==> config.mk <==
export PLATFORM = sky130hd
export DESIGN_NAME = gba_loader_top
export DESIGN_NICKNAME = d
export VERILOG_FILES = /design/src/common/gba_loader_pkg.sv /design/src/rtl/gba_loader_top.sv /design/src/rtl/save_size_tracker.sv /design/src/cart_scan/cart_quirk_match.sv /design/src/cart_scan/cart_signature_scan.sv /design/src/rtl/bios_word_packer.sv /design/src/rtl/download_decode.sv
export SDC_FILE = /design/constraint.sdc
export NUM_CORES = 1
export LEC_CHECK = 0
export BUFFER_PORTS_ARGS = -buffer_cell sky130_fd_sc_hd__buf_4
export CELL_PAD_IN_SITES_DETAIL_PLACEMENT = 2
export CELL_PAD_IN_SITES_GLOBAL_PLACEMENT = 2
export CORE_MARGIN = 2
export CORE_UTILIZATION = 38
export DETAILED_ROUTE_END_ITERATION = 8
export PLACE_DENSITY_LB_ADDON = 0.1
export SLEW_MARGIN = 40
export SYNTH_ARGS = -nofsm -noshare
export SYNTH_HDL_FRONTEND = slang
export SYNTH_HIERARCHICAL = 1
export SYNTH_SLANG_ARGS = --single-unit
==> constraint.sdc <==
create_clock -name clk_sys -period 4.1 [get_ports clk_sys]
set_input_delay 0.205 -clock clk_sys [delete_from_list [all_inputs] [get_ports clk_sys]]
set_output_delay 0.205 -clock clk_sys [all_outputs]
set_load 0.05 [all_outputs]
==> src/common/gba_loader_pkg.sv <==
// Loader package with the stream widths, the flash signature, save-size masks and quirk titles
package gba_loader_pkg;

	// ======================================================================
	// Vector types of the download stream and results
	// ======================================================================
	typedef logic [15:0] ioctl_data_t;  // One download halfword
	typedef logic [7:0]  dl_index_t;    // 0 BIOS, 1..254 cartridge, 255 neither
	typedef logic [11:0] bios_addr_t;   // BIOS word address, download bits 13:2
	typedef logic [31:0] bios_word_t;   // One packed BIOS word
	typedef logic [7:0]  save_sz_t;     // Save size in 512-byte sectors minus one
	typedef logic [95:0] cart_id_t;     // Header title, 12 ASCII bytes
	typedef logic [63:0] img_size_t;    // Mounted image size in bytes

	// ======================================================================
	// Cartridge detection constants
	// ======================================================================
	localparam logic [71:0] FLASH_SIG = "FLASH1M_V";  // 9-byte marker of the 1-Mbit flash

	// Save sizes are OR-ed together, so each mask is a power of two minus one
	localparam logic [7:0] SAVE_MASK_EEPROM = 8'h0F;  // 8 KB
	localparam logic [7:0] SAVE_MASK_SRAM   = 8'h3F;  // 32 KB
	localparam logic [6:0] SAVE_MASK_FLASH  = 7'h7F;  // 64 KB, flash_1m goes on top

	localparam logic [22:0] HDR_ID_LINE = 23'hA;  // Address bits 26:4 of the title line
	localparam logic [3:0]  HDR_ID_END  = 4'd12;  // Offset where the title is complete

	// ======================================================================
	// Titles that need SRAM instead of flash
	// ======================================================================
	localparam int QUIRK_COUNT = 18;

	// Short titles padded with zero bytes on the right
	localparam cart_id_t QUIRK_IDS [QUIRK_COUNT] = '{
		"ROCKY BOXING",                // Rocky, US
		{"ROCKY", 56'h0},              // Rocky, EU
		"DBZ LGCYGOKU",                // Legacy of Goku, US
		"DRAGONBALL Z",                // Legacy of Goku, EU
		"DBZ TAIKETSU",                // Taiketsu, US
		"DRAGON BALLZ",                // Taiketsu, EU
		{"TOPGUN CZ", 24'h0},
		{"BOMBER MAN", 16'h0},         // Classic NES series from here on
		{"CASTLEVANIA", 8'h0},
		{"DR. MARIO", 24'h0},
		{"EXCITEBIKE", 16'h0},
		{"ICE CLIMBER", 8'h0},
		{"NES METROID", 8'h0},
		{"PAC-MAN", 40'h0},
		{"SUPER MARIO", 8'h0},
		{"ZELDA 1", 40'h0},
		{"XEVIOUS", 40'h0},
		{"NES ZELDA 2", 8'h0}
	};

endpackage
==> src/rtl/gba_loader_top.sv <==
// Cartridge loader top, decodes the download stream and feeds BIOS, scan, quirk and save blocks
`timescale 1ns/1ps

module gba_loader_top #(
	parameter int IOCTL_AW = 27,  // Host download address width
	parameter int BIOS_AW  = 12   // BIOS word address width
) (
	input  logic                        clk_sys,
	input  logic                        reset,
	// Host download stream
	input  logic                        ioctl_download,
	input  gba_loader_pkg::dl_index_t   ioctl_index,
	input  logic [IOCTL_AW-1:0]         ioctl_addr,
	input  gba_loader_pkg::ioctl_data_t ioctl_dout,
	input  logic                        ioctl_wr,
	// Core save-type reports
	input  logic                        save_eeprom,
	input  logic                        save_sram,
	input  logic                        save_flash,
	input  logic                        bus_req,
	// Backup image
	input  logic                        img_mounted,
	input  logic                        img_readonly,
	input  gba_loader_pkg::img_size_t   img_size,
	// Results
	output gba_loader_pkg::bios_addr_t  bios_wraddr,
	output gba_loader_pkg::bios_word_t  bios_wrdata,
	output logic                        bios_wr,
	output logic                        cart_active,
	output logic                        flash_1m,
	output logic [IOCTL_AW-1:0]         last_addr,
	output logic                        sram_quirk,
	output gba_loader_pkg::save_sz_t    save_sz,
	output logic                        bk_ena
);

	logic bios_active;
	logic cart_start;
	logic cart_end;

	// ======================================================================
	// Stream decode
	// ======================================================================
	download_decode u_download_decode (
		.clk_sys        (clk_sys),
		.reset          (reset),
		.ioctl_download (ioctl_download),
		.ioctl_index    (ioctl_index),
		.bios_active    (bios_active),
		.cart_active    (cart_active),
		.cart_start     (cart_start),
		.cart_end       (cart_end)
	);

	// ======================================================================
	// Execute blocks
	// ======================================================================
	bios_word_packer #(.BIOS_AW(BIOS_AW)) u_bios_word_packer (
		.clk_sys     (clk_sys),
		.reset       (reset),
		.bios_active (bios_active),
		.ioctl_wr    (ioctl_wr),
		.ioctl_addr  (ioctl_addr[BIOS_AW+1:0]),  // BIOS fits in the low bits
		.ioctl_dout  (ioctl_dout),
		.bios_wraddr (bios_wraddr),
		.bios_wrdata (bios_wrdata),
		.bios_wr     (bios_wr)
	);

	cart_signature_scan #(.IOCTL_AW(IOCTL_AW)) u_cart_signature_scan (
		.clk_sys     (clk_sys),
		.reset       (reset),
		.cart_active (cart_active),
		.cart_start  (cart_start),
		.cart_end    (cart_end),
		.ioctl_wr    (ioctl_wr),
		.ioctl_addr  (ioctl_addr),
		.ioctl_dout  (ioctl_dout),
		.flash_1m    (flash_1m),
		.last_addr   (last_addr)
	);

	cart_quirk_match #(.IOCTL_AW(IOCTL_AW)) u_cart_quirk_match (
		.clk_sys     (clk_sys),
		.reset       (reset),
		.cart_active (cart_active),
		.cart_start  (cart_start),
		.ioctl_wr    (ioctl_wr),
		.ioctl_addr  (ioctl_addr),
		.ioctl_dout  (ioctl_dout),
		.sram_quirk  (sram_quirk)
	);

	// ======================================================================
	// Backup size result
	// ======================================================================
	save_size_tracker u_save_size_tracker (
		.clk_sys      (clk_sys),
		.reset        (reset),
		.cart_start   (cart_start),
		.flash_1m     (flash_1m),      // Flash size depends on the scan
		.save_eeprom  (save_eeprom),
		.save_sram    (save_sram),
		.save_flash   (save_flash),
		.bus_req      (bus_req),
		.img_mounted  (img_mounted),
		.img_readonly (img_readonly),
		.img_size     (img_size),
		.save_sz      (save_sz),
		.bk_ena       (bk_ena)
	);

endmodule

==> src/rtl/save_size_tracker.sv <==
// Save size tracker, sizes the backup memory from save-type accesses or a mounted image
`timescale 1ns/1ps

module save_size_tracker (
	input  logic                      clk_sys,
	input  logic                      reset,
	input  logic                      cart_start,
	input  logic                      flash_1m,      // Selects 128 KB flash
	input  logic                      save_eeprom,
	input  logic                      save_sram,
	input  logic                      save_flash,
	input  logic                      bus_req,       // Core backup access strobe
	input  logic                      img_mounted,
	input  logic                      img_readonly,
	input  gba_loader_pkg::img_size_t img_size,
	output gba_loader_pkg::save_sz_t  save_sz,
	output logic                      bk_ena         // Backup present
);

	logic                     use_img;   // Size comes from the image, stop growing
	logic                     img_load;  // Usable image mounted this cycle
	gba_loader_pkg::save_sz_t sz_grow;   // Current size with all active masks

	assign img_load = img_mounted && (img_size != '0) && !img_readonly;

	always_comb begin
		sz_grow = save_sz;
		if (save_eeprom) sz_grow = sz_grow | gba_loader_pkg::SAVE_MASK_EEPROM;
		if (save_sram)   sz_grow = sz_grow | gba_loader_pkg::SAVE_MASK_SRAM;
		if (save_flash)  sz_grow = sz_grow | {flash_1m, gba_loader_pkg::SAVE_MASK_FLASH};
	end

	// ======================================================================
	// Size register, mount has the last word
	// ======================================================================
	always_ff @(posedge clk_sys) begin
		if (reset) begin
			save_sz <= '0;
			use_img <= 1'b0;
			bk_ena  <= 1'b0;
		end else begin
			if (cart_start) begin
				save_sz <= '0;
				use_img <= 1'b0;
			end
			if (bus_req && !use_img) save_sz <= sz_grow;
			if (img_load) begin
				use_img <= 1'b1;
				save_sz <= gba_loader_pkg::save_sz_t'(img_size[16:9] - 8'd1);  // Sectors minus one
			end
			bk_ena <= |save_sz;
		end
	end

	// Size only grows within one cartridge unless an image replaces it
	a_sz_grow: assert property (@(posedge clk_sys) disable iff (reset)
		(!cart_start && !img_load) |=> (($past(save_sz) & ~save_sz) == '0));

endmodule

==> src/cart_scan/cart_quirk_match.sv <==
// Cartridge quirk match, compares the header title against titles that need SRAM
`timescale 1ns/1ps

module cart_quirk_match #(
	parameter int IOCTL_AW = 27  // Download byte address width
) (
	input  logic                        clk_sys,
	input  logic                        reset,
	input  logic                        cart_active,
	input  logic                        cart_start,
	input  logic                        ioctl_wr,
	input  logic [IOCTL_AW-1:0]         ioctl_addr,
	input  gba_loader_pkg::ioctl_data_t ioctl_dout,
	output logic                        sram_quirk   // Title is in the quirk table
);

	gba_loader_pkg::cart_id_t cart_id;  // Title, first character in the top byte
	logic [3:0]  hdr_off;               // Byte offset inside the header line
	logic [6:0]  id_pos;                // Bit position of the halfword in cart_id
	logic        hdr_line;              // Write hits the title line
	logic        hdr_wr;
	logic        quirk_hit;
	logic [15:0] hw_swap;               // Halfword in title order

	assign hdr_off  = ioctl_addr[3:0];
	assign hdr_line = (ioctl_addr[IOCTL_AW-1:4] ==
		(IOCTL_AW-4)'(gba_loader_pkg::HDR_ID_LINE));
	assign hdr_wr   = cart_active & ioctl_wr & hdr_line;
	assign hw_swap  = {ioctl_dout[7:0], ioctl_dout[15:8]};  // Low byte comes first in the title

	// Offset 0 lands in the top 16 bits, offset 10 in the bottom 16
	assign id_pos = {4'd10 - hdr_off, 3'd0};

	// ======================================================================
	// Title capture
	// ======================================================================
	always_ff @(posedge clk_sys) begin
		if (hdr_wr && (hdr_off < gba_loader_pkg::HDR_ID_END)) begin
			cart_id[id_pos +: 16] <= hw_swap;
		end
	end

	// ======================================================================
	// Table compare
	// ======================================================================
	always_comb begin
		quirk_hit = 1'b0;
		for (int i = 0; i < gba_loader_pkg::QUIRK_COUNT; i++) begin
			if (cart_id == gba_loader_pkg::QUIRK_IDS[i]) quirk_hit = 1'b1;
		end
	end

	// Decision at the first write past the title
	always_ff @(posedge clk_sys) begin
		if (reset) begin
			sram_quirk <= 1'b0;
		end else begin
			if (cart_start) sram_quirk <= 1'b0;
			if (hdr_wr && (hdr_off == gba_loader_pkg::HDR_ID_END) && quirk_hit) begin
				sram_quirk <= 1'b1;
			end
		end
	end

endmodule

==> src/cart_scan/cart_signature_scan.sv <==
// Cartridge signature scan, detects the 1-Mbit flash marker and captures the image end
`timescale 1ns/1ps

module cart_signature_scan #(
	parameter int IOCTL_AW = 27  // Download byte address width
) (
	input  logic                        clk_sys,
	input  logic                        reset,
	input  logic                        cart_active,
	input  logic                        cart_start,
	input  logic                        cart_end,
	input  logic                        ioctl_wr,
	input  logic [IOCTL_AW-1:0]         ioctl_addr,
	input  gba_loader_pkg::ioctl_data_t ioctl_dout,
	output logic                        flash_1m,    // Marker seen in this image
	output logic [IOCTL_AW-1:0]         last_addr    // Address held at the end of download
);

	logic [63:0] hist;      // Last 8 bytes, newest in the low byte
	logic [7:0]  byte_lo;   // First byte of the halfword
	logic [7:0]  byte_hi;   // Second byte
	logic        cart_wr;
	logic        match_lo;  // Marker ends on the low byte
	logic        match_hi;  // Marker ends on the high byte

	assign byte_lo = ioctl_dout[7:0];
	assign byte_hi = ioctl_dout[15:8];
	assign cart_wr = cart_active & ioctl_wr;

	// ======================================================================
	// Two alignments, the marker may start at an odd or even offset
	// ======================================================================
	assign match_lo = ({hist, byte_lo} == gba_loader_pkg::FLASH_SIG);
	assign match_hi = ({hist[55:0], byte_lo, byte_hi} == gba_loader_pkg::FLASH_SIG);

	// Byte history, little endian stream order
	always_ff @(posedge clk_sys) begin
		if (cart_wr) begin
			hist <= {hist[47:0], byte_lo, byte_hi};
		end
	end

	always_ff @(posedge clk_sys) begin
		if (reset) begin
			flash_1m <= 1'b0;
		end else begin
			if (cart_start) flash_1m <= 1'b0;      // New image, forget the old one
			if (cart_wr && (match_lo || match_hi)) begin
				flash_1m <= 1'b1;                  // A hit in the first cycle still counts
			end
		end
	end

	// Host keeps the final address on the bus after download drops
	always_ff @(posedge clk_sys) begin
		if (cart_end) begin
			last_addr <= ioctl_addr;
		end
	end

endmodule

==> src/rtl/bios_word_packer.sv <==
// BIOS packer, joins two download halfwords into one 32-bit BIOS write
`timescale 1ns/1ps

module bios_word_packer #(
	parameter int BIOS_AW = 12  // Word address width
) (
	input  logic                        clk_sys,
	input  logic                        reset,
	input  logic                        bios_active,
	input  logic                        ioctl_wr,
	input  logic [BIOS_AW+1:0]          ioctl_addr,   // Byte address, only the BIOS range
	input  gba_loader_pkg::ioctl_data_t ioctl_dout,
	output gba_loader_pkg::bios_addr_t  bios_wraddr,
	output gba_loader_pkg::bios_word_t  bios_wrdata,
	output logic                        bios_wr       // One cycle per complete word
);

	logic bios_hw_wr;  // Halfword write inside a BIOS transfer

	assign bios_hw_wr = bios_active & ioctl_wr;

	// Write strobe, only the upper half completes a word
	always_ff @(posedge clk_sys) begin
		if (reset) begin
			bios_wr <= 1'b0;
		end else begin
			bios_wr <= bios_hw_wr & ioctl_addr[1];
		end
	end

	// Word data and address
	always_ff @(posedge clk_sys) begin
		if (bios_hw_wr) begin
			if (!ioctl_addr[1]) begin
				bios_wrdata[15:0] <= ioctl_dout;  // Lower half waits for its partner
			end else begin
				bios_wrdata[31:16] <= ioctl_dout;
				bios_wraddr        <= ioctl_addr[BIOS_AW+1:2];
			end
		end
	end

	// Host writes halfwords in pairs, so two words never arrive back to back
	a_wr_pulse: assert property (@(posedge clk_sys) disable iff (reset)
		bios_wr |=> !bios_wr);

endmodule

==> src/rtl/download_decode.sv <==
// Download decode, classifies the stream by index and marks cartridge start and end
`timescale 1ns/1ps

module download_decode (
	input  logic                      clk_sys,
	input  logic                      reset,
	input  logic                      ioctl_download,  // High for the whole transfer
	input  gba_loader_pkg::dl_index_t ioctl_index,
	output logic                      bios_active,     // Index 0 transfer in progress
	output logic                      cart_active,     // Cartridge transfer in progress
	output logic                      cart_start,      // First cycle of cart_active
	output logic                      cart_end         // First cycle after cart_active
);

	logic cart_active_q;  // cart_active one cycle ago
	logic idx_bios;
	logic idx_cart;

	assign idx_bios = (ioctl_index == '0);
	assign idx_cart = (ioctl_index != '0) && (ioctl_index != '1);  // 255 is neither

	// ======================================================================
	// Class flags, one cycle behind the host
	// ======================================================================
	always_ff @(posedge clk_sys) begin
		if (reset) begin
			bios_active   <= 1'b0;
			cart_active   <= 1'b0;
			cart_active_q <= 1'b0;
		end else begin
			bios_active   <= ioctl_download & idx_bios;
			cart_active   <= ioctl_download & idx_cart;
			cart_active_q <= cart_active;
		end
	end

	// Edge detect on the cartridge level
	assign cart_start = cart_active & ~cart_active_q;
	assign cart_end   = ~cart_active & cart_active_q;

	// The two classes come from disjoint index ranges
	a_class_excl: assert property (@(posedge clk_sys) disable iff (reset)
		!(bios_active && cart_active));

endmodule

==> Word level (Yosys, flattened, before mapping) <==
Cells that the tools add are included.
{ "word_totals": {"reg_bits": 247, "latchBits": 0, "mem_bits_rw": 0, "mem_bits_ro": 0, "inputBits": 125, "output_inout_bits": 84, "wordCells": 106, "n_memories": 0} }
{ "op_classes": {"n_addsub": 3, "mul": 0, "div": 0, "n_lt_le_gt_ge": 1, "n_eq_ne": 23, "n_shift": 2, "n_mux": 29, "bitwise_logic": 12, "reduce_logical": 21} }
{ "op_table": {"columns": ["op", "count"], "rows": [
  ["$eq A96 B95 Y1 const B", 18],
  ["$eq A72 B71 Y1 const B", 2],
  ["$bwmux W96", 1],
  ["$shift A16 B9 Y96 const A", 1],
  ["$shiftx A16 B9 Y96", 1],
  ["$reduce_bool A64 Y1", 1],
  ["$mux W8", 4],
  ["$eq A23 B4 Y1 const B", 1],
  ["$mux W1", 22],
  ["$neg A7 Y9", 1],
  ["$and A1 B1 Y1", 8],
  ["$logic_and A1 B1 Y1", 8],
  ["$logic_not A8 Y1", 1],
  ["$ne A8 B8 Y1 const B", 1],
  ["$or A8 B8 Y8", 1],
  ["$reduce_bool A8 Y1", 1],
  ["$reduce_or A8 Y1", 1],
  ["$sub A8 B1 Y8 const B", 1],
  ["$mux W6", 1],
  ["$reduce_bool A2 Y1", 3],
  ["$eq A4 B4 Y1 const B", 1],
  ["$lt A4 B4 Y1 const B", 1],
  ["$mux W4", 1],
  ["$reduce_and A2 Y1", 2],
  ["other kinds (5)", 8]
]} }

==> Logic depth before layout (Yosys ltp) <==
{ "logic_depth": {"word_depth": 21, "ltp_mapped": 11, "ltp_nobuf": 9} }

==> Hierarchy <==
Netlist, hierarchy kept.
{ "by_module_without_submodules": {"columns": ["module", "instances", "cells_each", "area_per_inst_um2", "seq_area_each_um2"], "rows": [
  ["cart_quirk_match", 1, 577, 5970.7, 2902.8],
  ["cart_signature_scan", 1, 135, 3086.7, 2752.6],
  ["bios_word_packer", 1, 48, 1368.8, 1341.3],
  ["save_size_tracker", 1, 121, 885.8, 200.2],
  ["download_decode", 1, 14, 138.9, 60.1]
]} }

==> Worst setup path after synthesis <==
Ideal clock, no wire load.
{ "synth_path": {"kind": "input-to-reg", "start": "input ioctl_addr[0]", "end": "register u_cart_quirk_match.cart_id[80], enable pin", "setup_ns": 0.395, "t_arrival_ns": 2.690, "required_ns": 3.705, "slack_ns": 1.015, "path_stages": 8, "path_buffers": 1, "cell_sequence": "clkbuf_1 inv_1 ha_1 nor2b_1 mux2i_1 xnor2_1 nand2_1 nor4_1"} }
{ "synth_via": {"elab_chain_len": 2} }
{ "synth_rtl": {"columns": ["item", "line_no", "text"], "rows": [
  ["start: declaration", "gba_loader_top.sv:13", "input logic [IOCTL_AW-1:0] ioctl_addr,"],
  ["$lt A4 B4 Y1", "cart_quirk_match.sv:38", "if (hdr_wr && (hdr_off < gba_loader_pkg::HDR_ID_END)) begin"],
  ["$logic_and A1 B1 Y1", "cart_quirk_match.sv:38", null],
  ["end signal: indexed assignment", "cart_quirk_match.sv:39", "cart_id[id_pos +: 16] <= hw_swap;"],
  ["end: declaration", "cart_quirk_match.sv:17", "gba_loader_pkg::cart_id_t cart_id;"]
]} }
No other way between the ends.
A chain may end at the register's enable or synchronous reset.

==> Worst setup path after layout <==
{ "layout_path": {"start": "input ioctl_addr[1]", "end": "register u_cart_quirk_match.cart_id[76], enable pin"} }
Same word-level chain as after synthesis.

==> metrics.csv <==
metric;value;unit
xor/xnor share of the synthesized area;0.7649;%
GPL Wtd Cong;0.9878;
WL final;51.75;mm
die area;0.03154;sq mm
worst-skew pair later-pin latency;570;ps
CTS sink cnt;247;
non-filler cells, final;1575;
mean area per synthesized cell;12.79;sq um
initial antenna violation count;2;
wire per inst;32.86;microns
drt initial violations;878;
clock-pin slew on the worst setup and hold paths;80;ps
most frequent cells in the layout;edfxtp_1 (231), buf_4 (223), nor2_1 (121);
Crit Path Class;in2reg;
total power;5.849;mW
Post-DRT Antenna Nets;0;
largest net degree at the start of global routing;40;
Leakage;5.195;nW
worst min-delay path class;in2reg;
Post-Syn Instances;895;
Sequential cell area;0.007257;sq mm
WP data arrival;3940;ps
adder-cell area share of the yosys netlist;0.5463;%
clock skew;26.92;ps
worst endpoint required time;4290;ps
Fin. Hold Viols;0;
commonest non-fill, non-tap cell in the layout;edfxtp_1;
Slew HR;38.52;%
Max Cap Viol;0;
syn_nets;1025;
CTS tree;built;
die height;177.6;microns
min Tclk post-route;3745;ps
period utilization;91.33;%
Worst Hold Endpoint;u_bios_word_packer/bios_wrdata[4]$_DFFE_PP_;
Seq/Total Area, Yosys;63.37;%
PwrDens;394.9;mW/mm^2
Total GRT Usage;32.86;%
final-stage net count;1296;
CP Launch Type;input port;
first-pass GRT wire length;74.63;mm
number of setup violations in the final report;0;
fin. max-slew vios;0;
Worst Reg-to-Reg Cells;7;
Initial Utilization;38.64;%
hold depth;1;
Ports;209;
root buf cell;clkbuf_16;
EDFF count, synth;231;
hold path startpoint;ioctl_dout[4];
status;finished, final reports clean;
worst-path fanout max;14;
vias post-DR;9841;
Synth async-reset ratio;0;%
synth-to-layout area growth;29.35;%
Max Root-Sink Buffers;3;
Synth cell types;72;
Post-DP HPWL;35.42;mm
Top FF cell, synth;edfxtp_1;
Filler cells;2967;
Initial DRT Pass Iterations;5;
RSZ-0062 raised after global routing;no;
Synth Area in Compound Gates;5.857;%
Setup Fix Bufs, Post-CTS;0;
synth warn;6;
largest family of logic cells by synthesized area;simple AND/OR/NAND/NOR gates;
share of layout cells above drive strength 1;26.35;%
Row Count;63;
Port Buffers;208;
Worst Setup End Kind;flip-flop;
mux contribution to synthesized area;0.9725;%
H-tree levels;1;
drc violations;0;
FF-to-FF Start;u_cart_quirk_match/cart_id[71]$_DFFE_PP_;
peak supply drop;0.2822;mV
R2R Path End;u_cart_quirk_match/sram_quirk$_SDFFE_PP0P_;
Die Wd;177.6;microns
Syn Std Cell Area;0.01145;sq mm
Worst R2R Setup Slack;940;ps
vias in the first global route;10930;
grt ovf;0;
worst slew pin tran;919.7;ps
simple-gate share of the synthesized area;27.53;%
Core Box Area;0.02964;sq mm
hold slack final;18.23;ps
Synth Register Bits;247;
CTS Buf Count;28;
multi-input logic area;0.004101;sq mm
fmax;267.1;MHz
DR vias/cell;6.248;
setup tns final;0;ps
cell count after placement;1485;
[stage by stage]
stage          area [sq um]  setup WS [ps]  util (%)
6_report              14810          355.4     49.97
5_1_grt               14810          274.1     49.97
4_1_cts               14770          536.3     49.85
3_5_place_dp          13530          421.1     45.65
3_3_place_gp          13520          740.6     45.63
2_1_floorplan         11450           1015         -
[routing by layer]
metal	global-route usage, %	share of wire, %	vias up
li1	-	-	4132
met1	37.65	36	4983
met2	57.61	51	535
met3	6.127	7.0	191
met4	18.37	6.2	0
met5	0	0	-
[timing repair]
item / 4_1_cts / 5_1_grt
resized for setup: 0 / 0
endpoints found under the hold margin: 54 / 7
hold buffers: 38 / 3
[critical path: stages]
cell and delay, ps:
dlygate4sd3_1 560, buf_4 190, inv_1 100, ha_1 550, nor2b_1 440, mux2i_1 280
xnor2_1 180, nor2_1 240, and3_1 450, a31oi_1 80, nor2_1 650
[state kept, by name, summed over array words and instances (netlist names)]
register and count:
u_bios_word_packer/bios_wr 1, u_bios_word_packer/bios_wraddr 12, u_bios_word_packer/bios_wrdata 32, u_cart_quirk_match/cart_id 96, u_cart_quirk_match/sram_quirk 1, u_cart_signature_scan/flash_1m 1, u_cart_signature_scan/hist 64, u_cart_signature_scan/last_addr 27
u_download_decode/bios_active 1, u_download_decode/cart_active 1, u_download_decode/cart_active_q 1, u_save_size_tracker/bk_ena 1, u_save_size_tracker/save_sz 8, u_save_size_tracker/use_img 1
[logic make-up after synthesis]
logic type / Yosys count
AND/OR/NAND/NOR: 509
flip-flops: 247
AO/OA/AOI/OAI: 86
buffers and inverters: 27
multiplexers: 11
XOR/XNOR: 10
adder cells (fa/ha/maj): 5
[area by class of cell]
type | instances | share of cell area [%]
Sequential cell | 247 | 48.99
Multi-Input combinational cell | 621 | 27.69
Timing Repair Buffer | 264 | 14.07
Clock buffer | 38 | 5.330
Tap cell | 390 | 3.294
Clock inverter | 10 | 0.4984
Inverter | 4 | 0.1014
Antenna cell | 1 | 0.01689
[cell usage after synthesis, types with 3 or more instances]
master     instances  area [sq um]
a22o_1            24         210.2
buf_1              3         11.26
nor4bb_1          20         200.2
and4bb_2           3         37.54
nor4b_4            3         71.32
o22ai_1            3         18.77
a31oi_1            4         25.02
o21ai_0            8         40.04
nand3b_1           5         37.54
dfxtp_1           16         320.3
ha_1               5         62.56
and3_1            10         62.56
a21oi_1            9         45.04
nor3_1            27         135.1
or4_1              8         60.06
or2_2             10         62.56
nand4_1           49         306.5
a21o_1             3         22.52
or3_1              4         25.02
nand3_1           32         160.2
nand2_1           40         150.1
nor2_1           123         461.7
a22oi_1           17         127.6
and4b_1            4         40.04
edfxtp_1         231          6937
mux2i_1           10         100.1
nor2b_1           20         125.1
nor3b_1            4         30.03
xnor2_1            7         61.31
nor4b_2            6         90.09
nor4b_1           19         166.4
nand2b_1           9         56.30
clkbuf_1          19         71.32
nand4b_1          14         122.6
nor4_1            52         325.3
nor4_2             5         62.56
and3b_1            3         26.28
xor2_1             3         26.28
nand4bb_1          3         33.78
and2_1            13         81.33
inv_1              4         15.01
[how the worst max path moves through the flow]
stage / startpoint / slack [ps] / to
6_report: ioctl_addr[1] / 360 / u_cart_quirk_match/cart_id[76]$_DFFE_PP_
5_1_grt: ioctl_addr[1] / 270 / u_cart_quirk_match/cart_id[79]$_DFFE_PP_
4_1_cts: ioctl_addr[1] / 540 / u_cart_quirk_match/cart_id[72]$_DFFE_PP_
3_5_place_dp: ioctl_addr[0] / 420 / u_cart_quirk_match/cart_id[72]$_DFFE_PP_
3_3_place_gp: ioctl_addr[0] / 740 / u_cart_quirk_match/cart_id[77]$_DFFE_PP_
2_1_floorplan: ioctl_addr[0] / 1020 / u_cart_quirk_match/cart_id[80]$_DFFE_PP_
[where the power goes]
group	switching (mW)	leakage [nW]	internal, mW
logic	0.355	2.34	0.205
clock network	1.07	0.416	1.40
registers	0.0299	2.44	2.79
Note: power is estimated with default switching activity, not from simulation.
